===== config.mk =====
export PLATFORM = sky130hd
export DESIGN_NAME = risc16_top
export DESIGN_NICKNAME = d
export VERILOG_FILES = /design/src/ctrl_pkg.sv /design/src/isa_pkg.sv /design/src/core_ctrl_if.sv /design/src/risc16_top.sv /design/src/datapath.sv /design/src/core_control.sv /design/src/program_counter.sv /design/src/reg_file.sv /design/src/alu.sv
export SDC_FILE = /design/constraint.sdc
export NUM_CORES = 1
export LEC_CHECK = 0
export BUFFER_PORTS_ARGS = -buffer_cell sky130_fd_sc_hd__buf_2
export CAP_MARGIN = 5
export CORE_ASPECT_RATIO = 0.5
export CORE_MARGIN = 2
export CORE_UTILIZATION = 58
export CTS_CLUSTER_DIAMETER = 80
export CTS_CLUSTER_SIZE = 30
export DETAILED_ROUTE_END_ITERATION = 10
export PLACE_DENSITY = 0.78
export RECOVER_POWER = 25
export SKIP_LAST_GASP = 1
export SLEW_MARGIN = 40
export SYNTH_ARGS = -nofsm -noshare
export SYNTH_HDL_FRONTEND = slang
export SYNTH_SLANG_ARGS = --single-unit

===== constraint.sdc =====
create_clock -name clk -period 9.09 [get_ports clk]
set_input_delay 2.2725 -clock clk [delete_from_list [all_inputs] [get_ports clk]]
set_output_delay 2.2725 -clock clk [all_outputs]
set_load 0.005 [all_outputs]

===== src/ctrl_pkg.sv =====
package ctrl_pkg;

    typedef enum logic [1:0] {
        S_FETCH   = 2'd0,
        S_DECODE  = 2'd1,
        S_EXECUTE = 2'd2
    } state_e;

    typedef enum logic [1:0] {
        PC_HOLD = 2'd0,
        PC_INC  = 2'd1,
        PC_REL  = 2'd2, // Branch and jump offset
        PC_ABS  = 2'd3  // JR target
    } pc_op_e;

    typedef enum logic [1:0] {
        WB_ALU  = 2'd0,
        WB_MEM  = 2'd1,
        WB_IMM  = 2'd2,
        WB_LINK = 2'd3
    } wb_sel_e;

endpackage


===== src/isa_pkg.sv =====
package isa_pkg;

    //////////////////////////////////////////////////
    // Widths
    //////////////////////////////////////////////////
    localparam int WORD_W   = 16;
    localparam int REG_AW   = 4;
    localparam int MEM_AW   = 8;
    localparam int IMM_W    = 8;
    localparam int NUM_REGS = 16;

    // Instruction fields opc | rd | rp | rq with imm in the low byte
    localparam int OPC_LSB = 12;
    localparam int RD_LSB  = 8;
    localparam int RP_LSB  = 4;
    localparam int RQ_LSB  = 0;

    typedef logic [WORD_W-1:0] word_t;     // Data and instruction word
    typedef logic [REG_AW-1:0] reg_addr_t;
    typedef logic [MEM_AW-1:0] mem_addr_t; // Memory and program address
    typedef logic [IMM_W-1:0]  imm_t;

    //////////////////////////////////////////////////
    // Encodings
    //////////////////////////////////////////////////
    typedef enum logic [3:0] {
        ADD = 4'd0,  SUB = 4'd1,  AND = 4'd2,  OR  = 4'd3,
        XOR = 4'd4,  NOT = 4'd5,  SLA = 4'd6,  SRA = 4'd7,
        LI  = 4'd8,  LW  = 4'd9,  SW  = 4'd10, BIZ = 4'd11,
        BNZ = 4'd12, JAL = 4'd13, JMP = 4'd14, JR  = 4'd15
    } opcode_e;

    // Same as low three opcode bits
    typedef enum logic [2:0] {
        ALU_ADD = 3'd0,
        ALU_SUB = 3'd1,
        ALU_AND = 3'd2,
        ALU_OR  = 3'd3,
        ALU_XOR = 3'd4,
        ALU_NOT = 3'd5,
        ALU_SLA = 3'd6,
        ALU_SRA = 3'd7
    } alu_op_e;

endpackage

===== src/core_ctrl_if.sv =====
interface core_ctrl_if
    import isa_pkg::*, ctrl_pkg::*;
();

    reg_addr_t wr_addr;
    reg_addr_t p_addr;
    reg_addr_t q_addr;
    logic      rf_we;
    logic      operand_ld; // Load P and Q latches
    alu_op_e   alu_op;
    wb_sel_e   wb_sel;
    imm_t      imm;
    logic      mem_sel;    // Data address instead of PC
    logic      mem_wr;
    logic      p_zero;

    modport ctrl (
        output wr_addr, p_addr, q_addr, rf_we, operand_ld,
        output alu_op, wb_sel, imm, mem_sel, mem_wr,
        input  p_zero
    );

    modport dp (
        input  wr_addr, p_addr, q_addr, rf_we, operand_ld,
        input  alu_op, wb_sel, imm, mem_sel, mem_wr,
        output p_zero
    );

endinterface


===== src/risc16_top.sv =====
module risc16_top
    import isa_pkg::*, ctrl_pkg::*;
(
    input  logic      clk,
    input  logic      rst,
    input  word_t     mem_rdata_i,
    output mem_addr_t mem_addr_o,
    output word_t     mem_wdata_o,
    output logic      mem_wr_o
);

    pc_op_e    pc_op;
    mem_addr_t pc;
    mem_addr_t jr_target;

    //////////////////////////////////////////////////
    // Control word between FSM and datapath
    //////////////////////////////////////////////////
    core_ctrl_if u_ctrl_if ();

    core_control u_core_control (
        .clk     (clk),
        .rst     (rst),
        .instr_i (mem_rdata_i), // Captured in FETCH
        .pc_op_o (pc_op),
        .ctrl    (u_ctrl_if.ctrl)
    );

    program_counter u_program_counter (
        .clk      (clk),
        .rst      (rst),
        .pc_op_i  (pc_op),
        .offset_i (u_ctrl_if.imm),
        .target_i (jr_target),
        .pc_o     (pc)
    );

    datapath u_datapath (
        .clk         (clk),
        .rst         (rst),
        .ctrl        (u_ctrl_if.dp),
        .pc_i        (pc),
        .mem_rdata_i (mem_rdata_i),
        .jr_target_o (jr_target),
        .mem_addr_o  (mem_addr_o),
        .mem_wdata_o (mem_wdata_o),
        .mem_wr_o    (mem_wr_o)
    );

endmodule


===== src/datapath.sv =====
module datapath
    import isa_pkg::*, ctrl_pkg::*;
(
    input  logic      clk,
    input  logic      rst,
    core_ctrl_if.dp   ctrl,
    input  mem_addr_t pc_i,
    input  word_t     mem_rdata_i,
    output mem_addr_t jr_target_o,
    output mem_addr_t mem_addr_o,
    output word_t     mem_wdata_o,
    output logic      mem_wr_o
);

    word_t p_data;
    word_t q_data;
    word_t p_q;
    word_t q_q;
    word_t alu_y;
    word_t wb_data;

    reg_file u_reg_file (
        .clk       (clk),
        .rst       (rst),
        .we_i      (ctrl.rf_we),
        .wr_addr_i (ctrl.wr_addr),
        .wr_data_i (wb_data),
        .p_addr_i  (ctrl.p_addr),
        .q_addr_i  (ctrl.q_addr),
        .p_data_o  (p_data),
        .q_data_o  (q_data)
    );

    // Operand latches load in DECODE
    always_ff @(posedge clk) begin
        if (ctrl.operand_ld) begin
            p_q <= p_data;
            q_q <= q_data;
        end
    end

    alu u_alu (.a_i(p_q), .b_i(q_q), .op_i(ctrl.alu_op), .y_o(alu_y));

    always_comb begin
        case (ctrl.wb_sel)
            WB_ALU:  wb_data = alu_y;
            WB_MEM:  wb_data = mem_rdata_i;
            WB_IMM:  wb_data = {{(WORD_W-IMM_W){ctrl.imm[IMM_W-1]}}, ctrl.imm};
            WB_LINK: wb_data = word_t'(pc_i);
            default: wb_data = alu_y;
        endcase
    end

    assign ctrl.p_zero = (p_q == '0);
    assign jr_target_o = p_q[MEM_AW-1:0];

    // Memory port
    assign mem_addr_o  = ctrl.mem_sel ? mem_addr_t'(ctrl.imm) : pc_i;
    assign mem_wdata_o = p_q; // rd value for SW
    assign mem_wr_o    = ctrl.mem_wr;

endmodule


===== src/core_control.sv =====
module core_control
    import isa_pkg::*, ctrl_pkg::*;
(
    input  logic      clk,
    input  logic      rst,
    input  word_t     instr_i,
    output pc_op_e    pc_op_o,
    core_ctrl_if.ctrl ctrl
);

    state_e    state_q;
    state_e    state_d;
    word_t     ir_q;
    opcode_e   opcode;
    reg_addr_t rd;
    reg_addr_t rp;
    reg_addr_t rq;
    logic      p_is_rd;

    always_ff @(posedge clk or posedge rst) begin
        if (rst) begin
            state_q <= S_FETCH;
        end else begin
            state_q <= state_d;
        end
    end

    // Instruction register
    always_ff @(posedge clk) begin
        if (state_q == S_FETCH) begin
            ir_q <= instr_i;
        end
    end

    assign opcode  = opcode_e'(ir_q[OPC_LSB +: $bits(opcode_e)]);
    assign rd      = ir_q[RD_LSB +: REG_AW];
    assign rp      = ir_q[RP_LSB +: REG_AW];
    assign rq      = ir_q[RQ_LSB +: REG_AW];
    assign p_is_rd = opcode inside {SW, BIZ, BNZ}; // These test or store rd

    //////////////////////////////////////////////////
    // FSM and decode
    //////////////////////////////////////////////////
    always_comb begin
        state_d         = S_FETCH;
        pc_op_o         = PC_HOLD;
        ctrl.wr_addr    = rd;
        ctrl.p_addr     = p_is_rd ? rd : rp;
        ctrl.q_addr     = rq;
        ctrl.rf_we      = 1'b0;
        ctrl.operand_ld = 1'b0;
        ctrl.alu_op     = alu_op_e'(ir_q[OPC_LSB +: $bits(alu_op_e)]);
        ctrl.wb_sel     = WB_ALU;
        ctrl.imm        = ir_q[IMM_W-1:0];
        ctrl.mem_sel    = 1'b0;
        ctrl.mem_wr     = 1'b0;

        case (state_q)
            S_FETCH: begin
                state_d = S_DECODE;
                pc_op_o = PC_INC;
            end
            S_DECODE: begin
                state_d         = S_EXECUTE;
                ctrl.operand_ld = 1'b1;
            end
            S_EXECUTE: begin
                state_d = S_FETCH;
                case (opcode)
                    ADD, SUB, AND, OR, XOR, NOT, SLA, SRA: begin
                        ctrl.rf_we  = 1'b1;
                        ctrl.wb_sel = WB_ALU;
                    end
                    LI: begin
                        ctrl.rf_we  = 1'b1;
                        ctrl.wb_sel = WB_IMM;
                    end
                    LW: begin
                        ctrl.rf_we   = 1'b1;
                        ctrl.wb_sel  = WB_MEM;
                        ctrl.mem_sel = 1'b1;
                    end
                    SW: begin
                        ctrl.mem_sel = 1'b1;
                        ctrl.mem_wr  = 1'b1;
                    end
                    BIZ:     pc_op_o = ctrl.p_zero ? PC_REL : PC_HOLD;
                    BNZ:     pc_op_o = ctrl.p_zero ? PC_HOLD : PC_REL;
                    JAL: begin
                        ctrl.rf_we  = 1'b1;
                        ctrl.wb_sel = WB_LINK; // PC is already address plus one
                        pc_op_o     = PC_REL;
                    end
                    JMP:     pc_op_o = PC_REL;
                    JR:      pc_op_o = PC_ABS;
                    default: pc_op_o = PC_HOLD;
                endcase
            end
            default: state_d = S_FETCH;
        endcase
    end

endmodule


===== src/program_counter.sv =====
module program_counter
    import isa_pkg::*, ctrl_pkg::*;
(
    input  logic      clk,
    input  logic      rst,
    input  pc_op_e    pc_op_i,
    input  imm_t      offset_i,
    input  mem_addr_t target_i,
    output mem_addr_t pc_o
);

    always_ff @(posedge clk or posedge rst) begin
        if (rst) begin
            pc_o <= '0;
        end else begin
            case (pc_op_i)
                PC_INC: begin
                    pc_o <= pc_o + mem_addr_t'(1);
                end
                PC_REL: begin
                    // PC already points one past the instruction
                    pc_o <= pc_o + mem_addr_t'(offset_i) - mem_addr_t'(1);
                end
                PC_ABS: begin
                    pc_o <= target_i;
                end
                default: pc_o <= pc_o;
            endcase
        end
    end

endmodule


===== src/reg_file.sv =====
module reg_file
    import isa_pkg::*;
(
    input  logic      clk,
    input  logic      rst,
    input  logic      we_i,
    input  reg_addr_t wr_addr_i,
    input  word_t     wr_data_i,
    input  reg_addr_t p_addr_i,
    input  reg_addr_t q_addr_i,
    output word_t     p_data_o,
    output word_t     q_data_o
);

    word_t regs_q [NUM_REGS];

    always_ff @(posedge clk or posedge rst) begin
        if (rst) begin
            regs_q <= '{default: '0};
        end else if (we_i) begin
            regs_q[wr_addr_i] <= wr_data_i;
        end
    end

    // Asynchronous read ports
    assign p_data_o = regs_q[p_addr_i];
    assign q_data_o = regs_q[q_addr_i];

endmodule


===== src/alu.sv =====
module alu
    import isa_pkg::*;
(
    input  word_t   a_i,
    input  word_t   b_i,
    input  alu_op_e op_i,
    output word_t   y_o
);

    always_comb begin
        case (op_i)
            ALU_ADD: y_o = a_i + b_i;
            ALU_SUB: y_o = a_i - b_i;
            ALU_AND: y_o = a_i & b_i;
            ALU_OR:  y_o = a_i | b_i;
            ALU_XOR: y_o = a_i ^ b_i;
            ALU_NOT: y_o = ~a_i;
            ALU_SLA: y_o = a_i << 1;
            ALU_SRA: y_o = a_i >> 1; // Logical with zero fill
            default: y_o = '0;
        endcase
    end

endmodule


Word level (Yosys, flattened, before mapping). Index checks and enable logic that the tools add are counted. Widths: inputs -> output; s select.

Register bits after elaboration: 314. Input port bits: 18.

Reduce and logical (&&, ||, !) cells: 11. Bitwise gates (word level): 7. Equal/unequal tests: 30. Magnitude comparators: 4. Multiplexer cells: 28. $add $sub $neg: 5.

Operators by type and width (count): $bwmux 256 (1); $bmux 16 s4 (2); $pmux 16 s8 (1); $mux 16 (5); $demux 16 s4 (1); $pmux 16 s4 (1); $eq 4x4->1 const B (8); $pmux 8 s3 (1); $add 16x16->16 (1); $and 16x16->16 (1); $eq 4x3->1 const B (4); $logic_not 16->1 (1); $not 16->16 (1); $or 16x16->16 (1); $sub 16x16->16 (1); $xor 16x16->16 (1); $ge 5x5->1 const B (3); $not 4->5 (3); $eq 3x3->1 const B (4); $reduce_or 11->1 (1); $eq 2x2->1 const B (5); $add 8x1->8 const B (1); $add 8x8->8 (1); $eq 4x2->1 const B (2); 19 further kinds (34).

Depth between registers and ports, before layout.
Depth after elaboration: 7. Gate-level depth with buffers: 16.

Hierarchy. Synthesis repeated with hierarchy kept, for this count alone.

Cell total of the unflattened synthesis: 1476. Area, all modules: 19409.9 um2.

By module, submodules not included: reg_file (cells each 852, instances 1, sequential area each 6406.1 um2, area each 13487.9 um2); alu (cells each 341, instances 1, sequential area each 0.0 um2, area each 2428.6 um2); datapath (cells each 86, instances 1, sequential area each 960.9 um2, area each 1567.8 um2); core_control (cells each 84, instances 1, sequential area each 530.5 um2, area each 996.0 um2); program_counter (cells each 113, instances 1, sequential area each 200.2 um2, area each 929.6 um2).

Least setup slack after synthesis. No wires, ideal clock.

Path kind: flip-flop to output port. From: register u_core_control.ir_q[12]. To: output mem_addr_o[4]. Slack: 4.779 ns. Arrival: 2.038 ns. Stages on the path, launching flop included: 11. Cell sequence: edfxtp_1 buf_4 buf_4 buf_6 buf_6 buf_2 xnor2_1 nor3_1 clkbuf_1 nand2_1 o21ai_0.

Cells in the longest elaborated chain, start to end: 5. Elaborated cells between the ends (all ways): 6. Classes of those cells: eq/ne (2); mux (3); reduce/logical (1).

Ends and longest elaborated chain: start: declaration (line core_control.sv:13) `word_t ir_q;`; start signal: assignment (line core_control.sv:31) `ir_q <= instr_i;`; $eq 4x4->1 (line core_control.sv:69) `case (opcode)`; $reduce_or 2->1 (no line) (*); $mux 1 (*) (line core_control.sv:69); $mux 1 (*) (line core_control.sv:58) `case (state_q)`; $mux 8 (*) (line datapath.sv:58) `assign mem_addr_o = ctrl.mem_sel ? mem_addr_t'(ctrl.imm) : pc_i;`; end: declaration (line risc16_top.sv:7) `output mem_addr_t mem_addr_o,`.

Every way passes the cells marked *; elsewhere a longest branch is shown, timed or not.

Final worst setup path.
From: register u_core_control.ir_q[1]. To: register u_program_counter.pc_o[7].

Cells in the longest elaborated chain, start to end: 3.

Ends and longest elaborated chain: $add 8x8->8 (line program_counter.sv:22) `pc_o <= pc_o + mem_addr_t'(offset_i) - mem_addr_t'(1);`; $sub 8x1->8 (line program_counter.sv:22); $pmux 8 s3 (line program_counter.sv:16) `case (pc_op_i)`; end signal: assignment (line program_counter.sv:18) `pc_o <= pc_o + mem_addr_t'(1);`; end signal: assignment (line program_counter.sv:22); end signal: assignment (line program_counter.sv:25) `pc_o <= target_i;`; end: declaration (line program_counter.sv:9) `output mem_addr_t pc_o`.

Every way passes these cells. A chain may end at the register's enable or synchronous reset.

==> flow_summary.toml <==
[logic_synthesis]
dominantRegCellSynth = "sky130_fd_sc_hd__dfrtp_1"
synth-seq-cells = 314
synth_compound_area_frac = 0.144
yosys.cell_types.count = 74
post-synth-top-area-fraction = 0.348
ys_async_sr_fraction = 0.847
post_synth_fa_ha_maj_area_fraction = 0.0427
synth_nets = 2135
synth.yosys.warnings = 0
synth.largest_area_cell = "sky130_fd_sc_hd__dfrtp_1"
synth_sequential_area_ratio = 0.424
number_of_flops_mapped_to_enable_cells_by_yosys = 48
post_synth_mux_area_share = 0.155
yosys-top-cells-area = "sky130_fd_sc_hd__dfrtp_1 35%, sky130_fd_sc_hd__mux4_2 10%, sky130_fd_sc_hd__nand2_1 10%"
synth.cell_area_sq_um = 19100
post_synth_inst_count = 2053
post_synth.cell_area_avg_sq_um = 9.31
synth_top_family_by_area = "simple AND/OR/NAND/NOR gates"
yosys.area_share.simple = 0.174
post_synth_xor_area_fraction = 0.0164

[clocking]
clockBufferDepth = 3
cts_inserted_buffers = 14
clock_insertion_delay_worst_skew_ns = 0.53
worst_setup_hold_path_clk_slew_ns = 0.12
postcts_resize_cnt = 0
clock_tree_from_tritoncts = "yes"
clock_tree.root_cell = "sky130_fd_sc_hd__clkbuf_16"
cts_hold_buffers = 0
post_cts.repair.setup_buffers = 0
cts_sinks = 314
htree_num_levels = 1

[power]
total_power_w = 0.00302
cellInternalPower_w = 0.00207
power.share.combinational = 0.230
p_sw_w = 0.000943
total_leakage_power_nw = 8.61
clock_power_share = 0.255
p_seq_frac = 0.516
cellPowerDensity_nw_per_um2 = 150
vdd_drop_max_uv = 116
switching_share = 0.313

[grt]
first_global_vias = 15000
grt_antenna_before_repair = 4
grtUsageTotal = 0.340
pin_count_of_the_biggest_net_entering_global_routing = 162
grt_overflow = 0
global_route_wire_length_before_repair_microns = 89900

[timing]
setup-violations-final = 0
timing_max_transition_violations_final = 178
final.period_utilization = 0.698
slew_headroom = -2.17
maxClockFrequency_ghz = 0.158
finalHoldViolations = 0
post-route-min-period_ns = 6.34
post_route_skew_ns = 0.0307
worst-slew-pin-transition_ns = 4.76
fin_tns_setup_ns = 0
grt_setup_unrepaired = "false"
setup_slack_ns = 2.75

[route]
post_drt_wl_per_cell_microns = 23.9
drc_errors = 0
first_iter_violations = 2226
totalWireLength_microns = 58800
vias_per_cell = 6.62
route.antenna.remaining_nets = 0
vias = 16300
detail_route.first_pass.iterations = 5

[outcome]
violations_in_the_final_reports = "max-capacitance violations, max-slew violations"
outcome = "complete, but fails checks"

[worst_setup_path]
critPathKind = "flop to flop"
cp_max_fo = 66
startpoint_type = "flop"
r2r_depth = 13
worstSetupEndpointType = "flop"
crit_required_ns = 9.47
arrival_ns = 6.72

[die]
die-area_sq_um = 34500
dieHeight_microns = 132
floorplan.rows = 46
fp.dieW_microns = 261
initial_core_utilization = 0.596
io-pin-count = 43
placeableCoreArea_sq_um = 32100

[worst_hold_path]
whs_path_depth = 2
worst_hold_path_type = "flop to flop"

[place]
buffer_ports.inserted = 42
hpwlAfterDp_microns = 39400
place_congestion = 1.03
detailedPlace.worstSlack_ns = 4.45

[layout]
layout_net_count = 2103
syn_to_final_growth_pct = 5.29
drive_above_1_share = 0.152

[run]
drv.max_cap_violation_count = 3
==> layout make-up <==
| class | count | area (sq um) |
|---|---|---|
| antenna | 1 | 2.50 |
| clock buffer | 18 | 387 |
| clock inverter | 2 | 20.0 |
| fill | 2620 | 11900 |
| inverter | 72 | 272 |
| multi-input combinational | 1542 | 10300 |
| sequential | 314 | 8100 |
| tap | 432 | 541 |
| timing repair buffer | 77 | 484 |
==> worst max-delay path, stage by stage, from the launching register on <==
cell and delay [ns]:
sky130_fd_sc_hd__edfxtp_1 0.37, sky130_fd_sc_hd__clkbuf_1 3.30, sky130_fd_sc_hd__inv_1 0.25, sky130_fd_sc_hd__ha_1 0.48, sky130_fd_sc_hd__inv_1 0.04, sky130_fd_sc_hd__ha_1 0.22
sky130_fd_sc_hd__fa_1 0.40, sky130_fd_sc_hd__a21oi_1 0.20, sky130_fd_sc_hd__nor2b_1 0.20, sky130_fd_sc_hd__o21bai_1 0.09, sky130_fd_sc_hd__a21oi_1 0.18, sky130_fd_sc_hd__xnor2_1 0.10
sky130_fd_sc_hd__a211oi_1 0.28, sky130_fd_sc_hd__a21oi_1 0.09
==> cell usage after synthesis (7+ instances only) <==
cell type                    n
sky130_fd_sc_hd__inv_1      69
sky130_fd_sc_hd__nor3_1     15
sky130_fd_sc_hd__a21oi_2    10
sky130_fd_sc_hd__o21ai_0   205
sky130_fd_sc_hd__mux2_2     84
sky130_fd_sc_hd__nand3_1    64
sky130_fd_sc_hd__nand2_1   509
sky130_fd_sc_hd__nor4_1     21
sky130_fd_sc_hd__nor2b_1    12
sky130_fd_sc_hd__dfrtp_1   266
sky130_fd_sc_hd__a31oi_1    15
sky130_fd_sc_hd__edfxtp_1   48
sky130_fd_sc_hd__buf_2      45
sky130_fd_sc_hd__nor2_2      9
sky130_fd_sc_hd__nor2_1     91
sky130_fd_sc_hd__mux4_2     87
sky130_fd_sc_hd__a21oi_1   173
sky130_fd_sc_hd__o21a_1      7
sky130_fd_sc_hd__nand3b_1    9
sky130_fd_sc_hd__o22ai_1     7
sky130_fd_sc_hd__or3_1       9
sky130_fd_sc_hd__a211oi_1   12
sky130_fd_sc_hd__ha_1       62
sky130_fd_sc_hd__xnor2_1    30
sky130_fd_sc_hd__buf_1      13
sky130_fd_sc_hd__nand4_1     7
sky130_fd_sc_hd__clkbuf_1   57
==> registers in the layout, summed over array words and instances (netlist names) <==
name                          cells
u_program_counter.pc_o            8
u_datapath.q_q                   16
u_datapath.mem_wdata_o           16
u_core_control.state_q            2
u_datapath.u_reg_file.regs_q    256
u_core_control.ir_q              16
==> power by group through the flow <==
stage	clock network (W)	registers, W	logic [W]
global placement	0	0.00158	0.000644
detailed placement	0	0.00158	0.000664
floorplan	0	0.00156	0.000478
CTS	0.000764	0.00155	0.000667
global route	0.000808	0.00156	0.000752
finish	0.000768	0.00156	0.000692
==> through the flow <==
stage	util	cell area [sq um]	hold slack (ns)	cells
after floorplan	-	19100	0.462	2053
after global placement	0.611	19600	0.478	2431
after detailed placement	0.615	19700	0.490	2434
after CTS	0.627	20100	0.517	2454
after global routing	0.628	20100	0.537	2457
final	0.628	20100	0.517	2458
==> cell usage in the layout, fill, tap and decap left out, types with 7 or more instances in the layout <==
cell	synthesis	layout
sky130_fd_sc_hd__mux4_2	87	87
sky130_fd_sc_hd__o22ai_1	7	7
sky130_fd_sc_hd__buf_4	6	24
sky130_fd_sc_hd__o21a_1	7	7
sky130_fd_sc_hd__ha_1	62	62
sky130_fd_sc_hd__inv_1	69	68
sky130_fd_sc_hd__nor2b_1	12	11
sky130_fd_sc_hd__a21oi_2	10	12
sky130_fd_sc_hd__nor3_1	15	14
sky130_fd_sc_hd__nor2_2	9	15
sky130_fd_sc_hd__edfxtp_1	48	48
sky130_fd_sc_hd__clkbuf_1	57	22
sky130_fd_sc_hd__buf_2	45	28
sky130_fd_sc_hd__clkbuf_16	0	15
sky130_fd_sc_hd__mux2_2	84	84
sky130_fd_sc_hd__nand3_1	64	63
sky130_fd_sc_hd__a211oi_1	12	12
sky130_fd_sc_hd__xnor2_1	30	30
sky130_fd_sc_hd__or3_1	9	8
sky130_fd_sc_hd__nand2_1	509	509
sky130_fd_sc_hd__nand3b_1	9	9
sky130_fd_sc_hd__a31oi_1	15	13
sky130_fd_sc_hd__nor4_1	21	19
sky130_fd_sc_hd__dfrtp_1	266	266
sky130_fd_sc_hd__nor2_1	91	85
sky130_fd_sc_hd__nand4_1	7	7
sky130_fd_sc_hd__a21oi_1	173	170
sky130_fd_sc_hd__o21ai_0	205	204
sky130_fd_sc_hd__o21ai_1	6	7
==> metal layers <==
metal / GRT usage / share of wire / vias up
met3: 0.114 / 0.14 / 191
met5: 0 / 0.00095 / -
met4: 0.126 / 0.040 / 6
met1: 0.483 / 0.39 / 7809
met2: 0.485 / 0.42 / 1096
li1: - / - / 7160
==> kinds of logic (layout without fill, tap and decap cells) <==
| group | Yosys count | count (layout) |
|---|---|---|
| AOI/OAI and AO/OA | 488 | 488 |
| other | 0 | 1 |
| xor gates and xnor gates | 35 | 35 |
| adders and majority gates | 64 | 64 |
| buffers and inverters | 197 | 169 |
| DFF | 314 | 314 |
| and+or+nand+nor | 779 | 779 |
| muxes | 176 | 176 |
==> worst paths after layout <==
check                                                      start                           endpoint  slack (ns)
worst min-delay path            u_datapath.u_reg_file.regs_q[49]   u_datapath.u_reg_file.regs_q[49]        0.52
max in group asynchronous                                    rst  u_datapath.u_reg_file.regs_q[239]        2.96
worst max register to register            u_core_control.ir_q[1]          u_program_counter.pc_o[7]        2.75
worst max-delay path                      u_core_control.ir_q[1]          u_program_counter.pc_o[7]        2.75
min in group asynchronous                                    rst   u_datapath.u_reg_file.regs_q[88]        1.72
worst min register to register  u_datapath.u_reg_file.regs_q[49]   u_datapath.u_reg_file.regs_q[49]        0.52
Power figures use the tool's default switching activity.
